`src/design/rvvi_pkg.sv`:
```
package rvvi_pkg;

   ////////////////////////////////////////
   // Architectural widths

   typedef logic [31:0] xlen_t;
   typedef logic [63:0] order_t;
   typedef logic [31:0] insn_t;
   typedef logic [4:0]  reg_idx_t;
   typedef logic [31:0] gpr_mask_t;
   typedef logic [1:0]  priv_t;

   ////////////////////////////////////////
   // Machine-mode CSR set

   localparam int NUM_CSR = 8;

   typedef logic [2:0] csr_idx_t;

   // CSR addresses in trace slot order
   localparam logic [11:0] CSR_ADDR_TABLE [NUM_CSR] = '{
      12'h300,  // mstatus
      12'h304,  // mie
      12'h305,  // mtvec
      12'h340,  // mscratch
      12'h341,  // mepc
      12'h342,  // mcause
      12'h343,  // mtval
      12'h344   // mip
   };

   ////////////////////////////////////////
   // Interrupt lines

   localparam int NUM_IRQ_LINES = 19;

   typedef logic [NUM_IRQ_LINES-1:0] irq_lines_t;
   typedef logic [31:0]              irq_t;

   // Raw irq_i bit for each compact line in MSI, MTI, MEI, local 0 to 15 order
   localparam int unsigned IRQ_RAW_BIT [NUM_IRQ_LINES] = '{
      3, 7, 11,
      16, 17, 18, 19, 20, 21, 22, 23,
      24, 25, 26, 27, 28, 29, 30, 31
   };

   ////////////////////////////////////////
   // NMI and halt request

   typedef logic [10:0] nmi_cause_t;

   localparam nmi_cause_t NMI_CAUSE_LOAD  = 11'd1024;
   localparam nmi_cause_t NMI_CAUSE_STORE = 11'd1025;

   // Cycles the halt request stays asserted after debug_req_i drops
   localparam int HALT_HOLD_CYCLES = 5;

   ////////////////////////////////////////
   // Records

   typedef struct packed {
      logic     valid;
      order_t   order;
      insn_t    insn;
      logic     trap;
      logic     intr;
      priv_t    mode;
      xlen_t    pc_rdata;
      xlen_t    pc_wdata;
      reg_idx_t rd_addr;
      xlen_t    rd_wdata;
   } rvfi_retire_s;

   typedef struct packed {
      xlen_t wdata;
      xlen_t wmask;
   } csr_wr_s;

   typedef csr_wr_s [NUM_CSR-1:0] csr_wr_array_t;

   typedef struct packed {
      logic      valid;
      order_t    order;
      insn_t     insn;
      logic      trap;
      logic      intr;
      priv_t     mode;
      xlen_t     pc_rdata;
      xlen_t     pc_wdata;
      gpr_mask_t x_wb;
      xlen_t     x_wdata;
      logic      order_err;
   } trace_retire_s;

   typedef struct packed {
      logic  [NUM_CSR-1:0] csr_wb;
      xlen_t [NUM_CSR-1:0] csr_val;
   } trace_csr_s;

   typedef struct packed {
      logic       halt_push;
      logic       halt_value;
      logic       nmi_push;
      logic       nmi_value;
      nmi_cause_t nmi_cause;
      logic       irq_push;
      irq_lines_t irq_lines;
   } net_event_s;

endpackage

```
`src/design/rvvi_retire_map.sv`:
```
`timescale 1ns/1ps

module rvvi_retire_map (
   input  logic                    rvvi,
   input  logic                    reset_i,
   input  rvvi_pkg::rvfi_retire_s  rvfi_i,
   output rvvi_pkg::trace_retire_s retire_o
);

   // Trace flags
   logic                valid_q;
   logic                order_err_q;
   rvvi_pkg::gpr_mask_t x_wb_q;

   // Trace payload
   rvvi_pkg::order_t    order_q;
   rvvi_pkg::insn_t     insn_q;
   logic                trap_q;
   logic                intr_q;
   rvvi_pkg::priv_t     mode_q;
   rvvi_pkg::xlen_t     pc_rdata_q;
   rvvi_pkg::xlen_t     pc_wdata_q;
   rvvi_pkg::xlen_t     x_wdata_q;

   // Order sequence state
   rvvi_pkg::order_t    last_order_q;
   logic                order_seen_q;

   rvvi_pkg::gpr_mask_t x_wb_d;
   logic                order_gap;

   ////////////////////////////////////////
   // GPR write mask

   // Writes to x0 are dropped
   always_comb begin
      x_wb_d = '0;
      if (rvfi_i.valid && (rvfi_i.rd_addr != '0)) begin
         x_wb_d[rvfi_i.rd_addr] = 1'b1;
      end
   end

   ////////////////////////////////////////
   // Order sequence check

   // No reference order before the first retirement
   assign order_gap = order_seen_q
                      && (rvfi_i.order != (last_order_q + rvvi_pkg::order_t'(1)));

   always_ff @(posedge rvvi) begin
      if (reset_i) begin
         last_order_q <= '0;
         order_seen_q <= 1'b0;
      end else if (rvfi_i.valid) begin
         last_order_q <= rvfi_i.order;
         order_seen_q <= 1'b1;
      end
   end

   ////////////////////////////////////////
   // Trace registers

   always_ff @(posedge rvvi) begin
      if (reset_i) begin
         valid_q     <= 1'b0;
         order_err_q <= 1'b0;
         x_wb_q      <= '0;
      end else begin
         valid_q     <= rvfi_i.valid;
         order_err_q <= rvfi_i.valid && order_gap;
         x_wb_q      <= x_wb_d;
      end
   end

   always_ff @(posedge rvvi) begin
      order_q    <= rvfi_i.order;
      insn_q     <= rvfi_i.insn;
      trap_q     <= rvfi_i.trap;
      intr_q     <= rvfi_i.intr;
      mode_q     <= rvfi_i.mode;
      pc_rdata_q <= rvfi_i.pc_rdata;
      pc_wdata_q <= rvfi_i.pc_wdata;
      x_wdata_q  <= rvfi_i.rd_wdata;
   end

   assign retire_o.valid     = valid_q;
   assign retire_o.order     = order_q;
   assign retire_o.insn      = insn_q;
   assign retire_o.trap      = trap_q;
   assign retire_o.intr      = intr_q;
   assign retire_o.mode      = mode_q;
   assign retire_o.pc_rdata  = pc_rdata_q;
   assign retire_o.pc_wdata  = pc_wdata_q;
   assign retire_o.x_wb      = x_wb_q;
   assign retire_o.x_wdata   = x_wdata_q;
   assign retire_o.order_err = order_err_q;

endmodule

```
`src/design/rvvi_csr_map.sv`:
```
`timescale 1ns/1ps

module rvvi_csr_map (
   input  logic                    rvvi,
   input  logic                    reset_i,
   input  logic                    rvfi_valid_i,
   input  rvvi_pkg::csr_wr_array_t csr_wr_i,
   output rvvi_pkg::trace_csr_s    csr_o
);

   rvvi_pkg::trace_csr_s csr_d;
   rvvi_pkg::trace_csr_s csr_q;

   ////////////////////////////////////////
   // Masked write values

   // Only bits named by wmask are reported, and only for a retiring instruction
   always_comb begin
      csr_d = '0;
      if (rvfi_valid_i) begin
         for (int i = 0; i < rvvi_pkg::NUM_CSR; i++) begin
            csr_d.csr_val[i] = csr_wr_i[i].wdata & csr_wr_i[i].wmask;
            // Any mask bit counts as a write-back
            csr_d.csr_wb[i]  = |csr_wr_i[i].wmask;
         end
      end
   end

   ////////////////////////////////////////
   // Output register

   // Same latency as the retirement record
   always_ff @(posedge rvvi) begin
      if (reset_i) begin
         csr_q <= '0;
      end else begin
         csr_q <= csr_d;
      end
   end

   assign csr_o = csr_q;

endmodule

```
`src/design/rvvi_net_events.sv`:
```
`timescale 1ns/1ps

module rvvi_net_events (
   input  logic                 rvvi,
   input  logic                 reset_i,
   input  logic                 debug_req_i,
   input  logic                 data_err_i,
   input  logic                 data_rvalid_i,
   input  rvvi_pkg::irq_t       irq_i,
   output rvvi_pkg::net_event_s net_o
);

   typedef logic [$clog2(rvvi_pkg::HALT_HOLD_CYCLES + 1)-1:0] halt_cnt_t;

   // Event state
   halt_cnt_t            halt_cnt_q;
   halt_cnt_t            halt_cnt_d;
   logic                 data_err_q;
   rvvi_pkg::irq_lines_t irq_lines_q;

   rvvi_pkg::irq_lines_t irq_lines_d;
   rvvi_pkg::net_event_s net_d;
   rvvi_pkg::net_event_s net_q;

   ////////////////////////////////////////
   // Interrupt line compaction

   always_comb begin
      irq_lines_d = '0;
      for (int i = 0; i < rvvi_pkg::NUM_IRQ_LINES; i++) begin
         irq_lines_d[i] = irq_i[rvvi_pkg::IRQ_RAW_BIT[i][4:0]];
      end
   end

   ////////////////////////////////////////
   // Event generation

   always_comb begin
      net_d      = '0;
      halt_cnt_d = halt_cnt_q;

      // Halt request held for a few cycles after the pin drops
      if (debug_req_i) begin
         halt_cnt_d       = halt_cnt_t'(rvvi_pkg::HALT_HOLD_CYCLES);
         net_d.halt_push  = 1'b1;
         net_d.halt_value = 1'b1;
      end else if (halt_cnt_q != '0) begin
         halt_cnt_d = halt_cnt_q - halt_cnt_t'(1);
         // Release on the last step of the count
         if (halt_cnt_q == halt_cnt_t'(1)) begin
            net_d.halt_push  = 1'b1;
            net_d.halt_value = 1'b0;
         end
      end

      // NMI on either edge of data_err
      if (data_err_i != data_err_q) begin
         net_d.nmi_push  = 1'b1;
         net_d.nmi_value = data_err_i;
         if (data_err_i) begin
            // rvalid set means the error came back on a load
            net_d.nmi_cause = data_rvalid_i ? rvvi_pkg::NMI_CAUSE_LOAD
                                            : rvvi_pkg::NMI_CAUSE_STORE;
         end
      end

      // Unmapped raw bits never reach the compact vector
      if (irq_lines_d != irq_lines_q) begin
         net_d.irq_push  = 1'b1;
         net_d.irq_lines = irq_lines_d;
      end
   end

   ////////////////////////////////////////
   // State and output registers

   always_ff @(posedge rvvi) begin
      if (reset_i) begin
         halt_cnt_q  <= '0;
         data_err_q  <= 1'b0;
         irq_lines_q <= '0;
      end else begin
         halt_cnt_q  <= halt_cnt_d;
         data_err_q  <= data_err_i;
         irq_lines_q <= irq_lines_d;
      end
   end

   always_ff @(posedge rvvi) begin
      if (reset_i) begin
         net_q <= '0;
      end else begin
         net_q <= net_d;
      end
   end

   assign net_o = net_q;

endmodule

```
`src/design/rvvi_trace_top.sv`:
```
`timescale 1ns/1ps

module rvvi_trace_top (
   input  logic                    rvvi,
   input  logic                    reset_i,
   input  rvvi_pkg::rvfi_retire_s  rvfi_i,
   input  rvvi_pkg::csr_wr_array_t csr_wr_i,
   input  logic                    debug_req_i,
   input  logic                    data_err_i,
   input  logic                    data_rvalid_i,
   input  rvvi_pkg::irq_t          irq_i,
   output rvvi_pkg::trace_retire_s retire_o,
   output rvvi_pkg::trace_csr_s    csr_o,
   output rvvi_pkg::net_event_s    net_o
);

   ////////////////////////////////////////
   // Retirement and CSR trace

   rvvi_retire_map rvvi_retire_map_i (
      .rvvi     (rvvi),
      .reset_i  (reset_i),
      .rvfi_i   (rvfi_i),
      .retire_o (retire_o)
   );

   // CSR writes qualified by the same retirement strobe
   rvvi_csr_map rvvi_csr_map_i (
      .rvvi         (rvvi),
      .reset_i      (reset_i),
      .rvfi_valid_i (rvfi_i.valid),
      .csr_wr_i     (csr_wr_i),
      .csr_o        (csr_o)
   );

   ////////////////////////////////////////
   // Halt, NMI and interrupt events

   rvvi_net_events rvvi_net_events_i (
      .rvvi          (rvvi),
      .reset_i       (reset_i),
      .debug_req_i   (debug_req_i),
      .data_err_i    (data_err_i),
      .data_rvalid_i (data_rvalid_i),
      .irq_i         (irq_i),
      .net_o         (net_o)
   );

endmodule

```
`config.mk`:
```
export PLATFORM = sky130hd
export DESIGN_NAME = rvvi_trace_top
export DESIGN_NICKNAME = d
export VERILOG_FILES = /design/src/design/rvvi_pkg.sv /design/src/design/rvvi_retire_map.sv /design/src/design/rvvi_csr_map.sv /design/src/design/rvvi_net_events.sv /design/src/design/rvvi_trace_top.sv
export SDC_FILE = /design/constraint.sdc
export NUM_CORES = 1
export LEC_CHECK = 0
export ABC_AREA = 1
export BUFFER_PORTS_ARGS = -buffer_cell sky130_fd_sc_hd__buf_4
export CAP_MARGIN = 20
export CORE_AREA = 2 2 504 506
export CTS_BUF_LIST = sky130_fd_sc_hd__clkbuf_8
export DETAILED_ROUTE_END_ITERATION = 10
export DIE_AREA = 0 0 506 508
export PLACE_DENSITY = 0.3
export SYNTH_ARGS = -nofsm -noshare
export SYNTH_HDL_FRONTEND = slang
export SYNTH_SLANG_ARGS = --single-unit
```
`constraint.sdc`:
```
create_clock -name rvvi -period 3.1 [get_ports rvvi]
set_clock_uncertainty 0.2 [all_clocks]
set_input_delay 0.62 -clock rvvi [delete_from_list [all_inputs] [get_ports rvvi]]
set_output_delay 0.62 -clock rvvi [all_outputs]
set_load 0.02 [all_outputs]
```
# Word level (Yosys, flattened, before mapping)
# Index checks and enable logic that the tools add are counted.
[totals]
register_bits = 617
elab_cells = 86
inputBits = 751
[classes]
n_eq_ne = 4
n_lt_le_gt_ge = 2
addsub = 2
n_mux = 11
bitwise_logic = 13
reduce_logical = 21
[op_table]
columns = ["op", "n"]
rows = [
  ["$and A32 B32 Y32", 8],
  ["$reduce_or A32 Y1", 8],
  ["$add A64 B1 Y64 const B", 1],
  ["$ne A64 B64 Y1", 1],
  ["$mux W20", 1],
  ["$ne A19 B19 Y1", 1],
  ["$mux W13", 1],
  ["$mux W11", 1],
  ["$reduce_or A2 Y1", 5],
  ["$lt A5 B6 Y1 const B", 1],
  ["$mux W2", 3],
  ["$mux W3", 2],
  ["$demux W1 S5", 1],
  ["$ge A5 B1 Y1 const B", 1],
  ["$not A1 Y1", 5],
  ["$reduce_bool A5 Y1", 1],
  ["$logic_and A1 B1 Y1", 4],
  ["$eq A3 B1 Y1 const B", 1],
  ["$reduce_bool A3 Y1", 1],
  ["$reduce_or A3 Y1", 1],
  ["$sub A3 B1 Y3 const B", 1],
  ["$mux W1", 2],
  ["$reduce_bool A2 Y1", 1],
  ["$ne A1 B1 Y1", 1],
]

# Depth between registers and ports, before layout
[logic_depth]
depth_word = 4
depth_mapped = 18

# Hierarchy
# Synthesis repeated with hierarchy kept, for this count alone.
[hier_totals]
cells_unflattened = 2515
hier_area_um2 = 20578.5
[modules_own_cells]
columns = ["mod", "area_per_inst_um2", "cells_per_inst", "instances"]
rows = [
  ["rvvi_retire_map", 10267.3, 1230, 1],
  ["rvvi_csr_map", 8504.4, 1063, 1],
  ["rvvi_net_events", 1806.7, 222, 1],
]

# Worst setup path after synthesis
# No wires, ideal clock.
[synth_timing]
path_type = "reg2reg"
start = "register rvvi_retire_map_i.last_order_q[0]"
end = "register rvvi_retire_map_i.order_err_q"
arrival_ps = 1911
path_slack_ps = 880
path_stages_with_launch = 18
synth_period_minus_slack_ps = 2220
path_buffers = 1
cell_sequence = "dfxtp_1 -> ha_1 -> inv_1 -> nor2_4 -> nand2_2 -> nor2_4 -> buf_6 -> nand2_1 -> nand2_1 -> nand2_1 -> nand2_1 -> nand2_1 -> nor2_1 -> nand3_1 -> nor2_1 -> nand3_1 -> nand2_1 -> inv_1"
[synth_via]
elab_chain_len = 4
[synth_rtl]
columns = ["element", "line", "text"]
rows = [
  ["from (decl)", "rvvi_retire_map.sv:26", "rvvi_pkg::order_t last_order_q;"],
  ["from (signal assigned)", "rvvi_retire_map.sv:55", "last_order_q <= rvfi_i.order;"],
  ["$add A64 B1 Y64", "rvvi_retire_map.sv:48", "&& (rvfi_i.order != (last_order_q + rvvi_pkg::order_t'(1)));"],
  ["$ne A64 B64 Y1", "rvvi_retire_map.sv:48", ""],
  ["$logic_and A1 B1 Y1", "rvvi_retire_map.sv:48", ""],
  ["$logic_and A1 B1 Y1", "rvvi_retire_map.sv:70", "order_err_q <= rvfi_i.valid && order_gap;"],
  ["to (signal assigned)", "rvvi_retire_map.sv:70", ""],
  ["to (decl)", "rvvi_retire_map.sv:12", "logic order_err_q;"],
]
# Every way passes these cells.
# A chain may end at the register's enable or synchronous reset.

# Final worst setup path
[layout_timing]
start = "input csr_wr_i[267] (netlist bit)"
end = "register rvvi_csr_map_i.csr_q, in the netlist rvvi_csr_map_i.csr_o[260]"
[layout_via]
elab_chain_len = 1
[layout_rtl]
columns = ["element", "line", "text"]
rows = [
  ["from (decl)", "rvvi_trace_top.sv:7", "input rvvi_pkg::csr_wr_array_t csr_wr_i,"],
  ["$reduce_or A32 Y1", "rvvi_csr_map.sv:24", "csr_d.csr_wb[i] = |csr_wr_i[i].wmask;"],
  ["to (signal assigned)", "rvvi_csr_map.sv:37", "csr_q <= csr_d;"],
  ["to (decl)", "rvvi_csr_map.sv:12", "rvvi_pkg::trace_csr_s csr_q;"],
]
# Every way passes these cells.

==> run metrics <==
clk root buf clkbuf_8; grt total ovfl 0; fin util 0.176; Worst slew margin 0.434; Max H-tree Level 4; Req. time, crit path 3.60 ns; count of warnings emitted by yosys 0; Setup CP Type input port to flip-flop; hpwl dp 137000 um; Clk Latency, worst-skew pair 0.87 ns; Fill cells roughly 29000; total power 21.6 mW; post-place setup slack 0.440 ns; final setup fails 0; ANT nets after route 0; RSZ-0062 raised after global routing false; Vias/cell ~3.1; DP Cell Count just under 7000; share of layout cells above drive strength 1 0.335; GRT Resource Usage Total 0.121; Post-DP Area 33600 um2; asr flop ratio synth 0; GP Congestion 0.898; post-route cell area 44300 um2; Tcrit/Tclk final 0.991; post-layout minimum cycle time 3.07 ns; PnR worst setup slack 0.0283 ns; first-pass GRT wire length 213000 um; WL final 163000 um; Hold WS 0.156 ns; largest net degree at the start of global routing 77; measured slew at the worst slew-check pin 0.841 ns; Synth Instances ~2300; Port Buffer Count 1257; Worst-path clk slew 0.05 ns; CTS tree built; CTS buffer count 139; Die W 506 um; Residual DRC 0; drt first-iter violations between 1000 and 1500; synthesis-to-layout area growth 124%; max-slew violations 0; Finished Layout Cells around 8000; commonest non-fill, non-tap cell in the layout buf_4; clk buf depth 3; CP Max Fanout 2; ys flop type dfxtp_1; height of the die around 500 um; WP data arrival 3.57 ns; hold crit path type input port to flip-flop; Power Density between 400 and 500 nW/um2; drt wl/cell slightly above 20 um; Syn Area/Cell 8.51 um2; # Post-CTS Setup Buffers 0; clk sinks 608; Synth Cell Area slightly below 20000 um2; cell leakage power between 15 and 20 nW; setup TNS 0 ns; Resize count post-CTS 0; CP Capture Type flip-flop; EDFF count, synth 0; Nets approximately 5200; Setup crit start kind input port; Cell variety after synth 38; status finished clean; num ports roughly 1300; Max Freq 326 MHz; via count 24400; Pre-antenna DRT Iters 5; Max Cap Violations 0; sequential fraction of the synthesis area 0.614; Fin. Hold Viols 0; register bit total from synthesis 608; Die ar. 257000 um2; initial antenna violation count 50; Site Rows around 190; most frequent cells in the layout 1298 x buf_4, 774 x dlygate4sd3_1, 608 x dfxtp_1; vias in the first global route 26000; Worst VDD drop just under 300 uV; initial core utilization 0.0786; Core ar. 252000 um2
## critical path, stage by stage
cell and delay [ns]:
dlygate4sd3_1 0.53, buf_4 0.14, nor4_1 0.25, dlygate4sd3_1 0.58
nand4_1 0.09, dlygate4sd3_1 0.60, nor2_1 0.11, dlygate4sd3_1 0.59
nor2_1 0.05
## repair_timing
item | 4_1_cts | 5_1_grt
setup endpoints to repair | 0 | 0
hold buffers | 774 | 0
endpoints found under the hold margin | 604 | 0
## final timing paths
| kind | cells after the start | startpoint | slack, ns | end |
|---|---|---|---|---|
| setup / recovery | 9 | csr_wr_i[267] | 0.03 | rvvi_csr_map_i.csr_o[260] |
| hold / removal | 5 | csr_wr_i[149] | 0.16 | rvvi_csr_map_i.csr_o[258] |
| setup reg to reg | 16 | rvvi_retire_map_i.last_order_q[1] | 0.40 | rvvi_retire_map_i.order_err_q |
| hold reg to reg | 2 | rvvi_retire_map_i.order_seen_q | 0.27 | rvvi_retire_map_i.order_seen_q |
## cells in the mapped netlist, drive strengths merged, types with 2 or more instances
cell / count / share of area
and2: 4 / 0.0013
nand2: 556 / 0.11
o22ai: 2 / 0.00063
xor2: 43 / 0.019
xnor2: 20 / 0.0088
clkbuf: 54 / 0.010
dfxtp: 608 / 0.61
nand4: 32 / 0.010
nor3b: 2 / 0.00076
nor3: 8 / 0.0023
o21ai: 79 / 0.020
o21bai: 6 / 0.0023
a21oi: 24 / 0.0061
nand3b: 15 / 0.0057
buf: 14 / 0.0055
nand3: 65 / 0.016
ha: 5 / 0.0032
nor2: 595 / 0.12
inv: 123 / 0.023
nor4: 66 / 0.021
o211ai: 2 / 0.00076
## metal layers
metal  vias to the layer above  GRT usage  share of wire
met2                      1040      0.209           0.49
met4                         2     0.0385          0.031
met1                     11400      0.138           0.40
met3                       249     0.0458          0.082
met5                         -          0       0.000080
li1                      11700          -              -
## report_power, final
group	internal, mW	switching, mW	total [mW]
Sequential	8.16	0.175	8.33
Combinational	1.80	1.72	3.52
Clock	5.32	4.41	9.73
## flip-flops by register name (all words and copies together) (netlist names), 26 cells and up
signal and cells:
rvvi_csr_map_i.csr_o 264, rvvi_net_events_i.net_o 26, rvvi_retire_map_i.insn_q 32, rvvi_retire_map_i.last_order_q 64, rvvi_retire_map_i.order_q 64, rvvi_retire_map_i.pc_rdata_q 32
rvvi_retire_map_i.pc_wdata_q 32, rvvi_retire_map_i.x_wb_q 32, rvvi_retire_map_i.x_wdata_q 32
## final cells by class
| cell class | count | area (um2) | share of cell area |
|---|---|---|---|
| Timing Repair Buffer | 2076 | 17600 | 0.396 |
| Sequential cell | 608 | 12200 | 0.275 |
| Multi-Input combinational cell | 1539 | 6940 | 0.156 |
| Tap cell | 3366 | 4210 | 0.0950 |
| Clock buffer | 172 | 2370 | 0.0534 |
| Clock inverter | 76 | 522 | 0.0118 |
| Inverter | 123 | 469 | 0.0106 |
| Antenna cell | 28 | 70.1 | 0.00158 |
## cell families after synthesis
family                     count (synthesis)  synth area share
adders and majority gates                  5           0.00316
other                                      1          0.000189
buffers and inverters                    191            0.0390
DFF                                      608             0.614
xor gates and xnor gates                  64            0.0290
and+or+nand+nor                         1344             0.283
AOI/OAI and AO/OA                        116            0.0312
(Power assumes the default switching activity.)
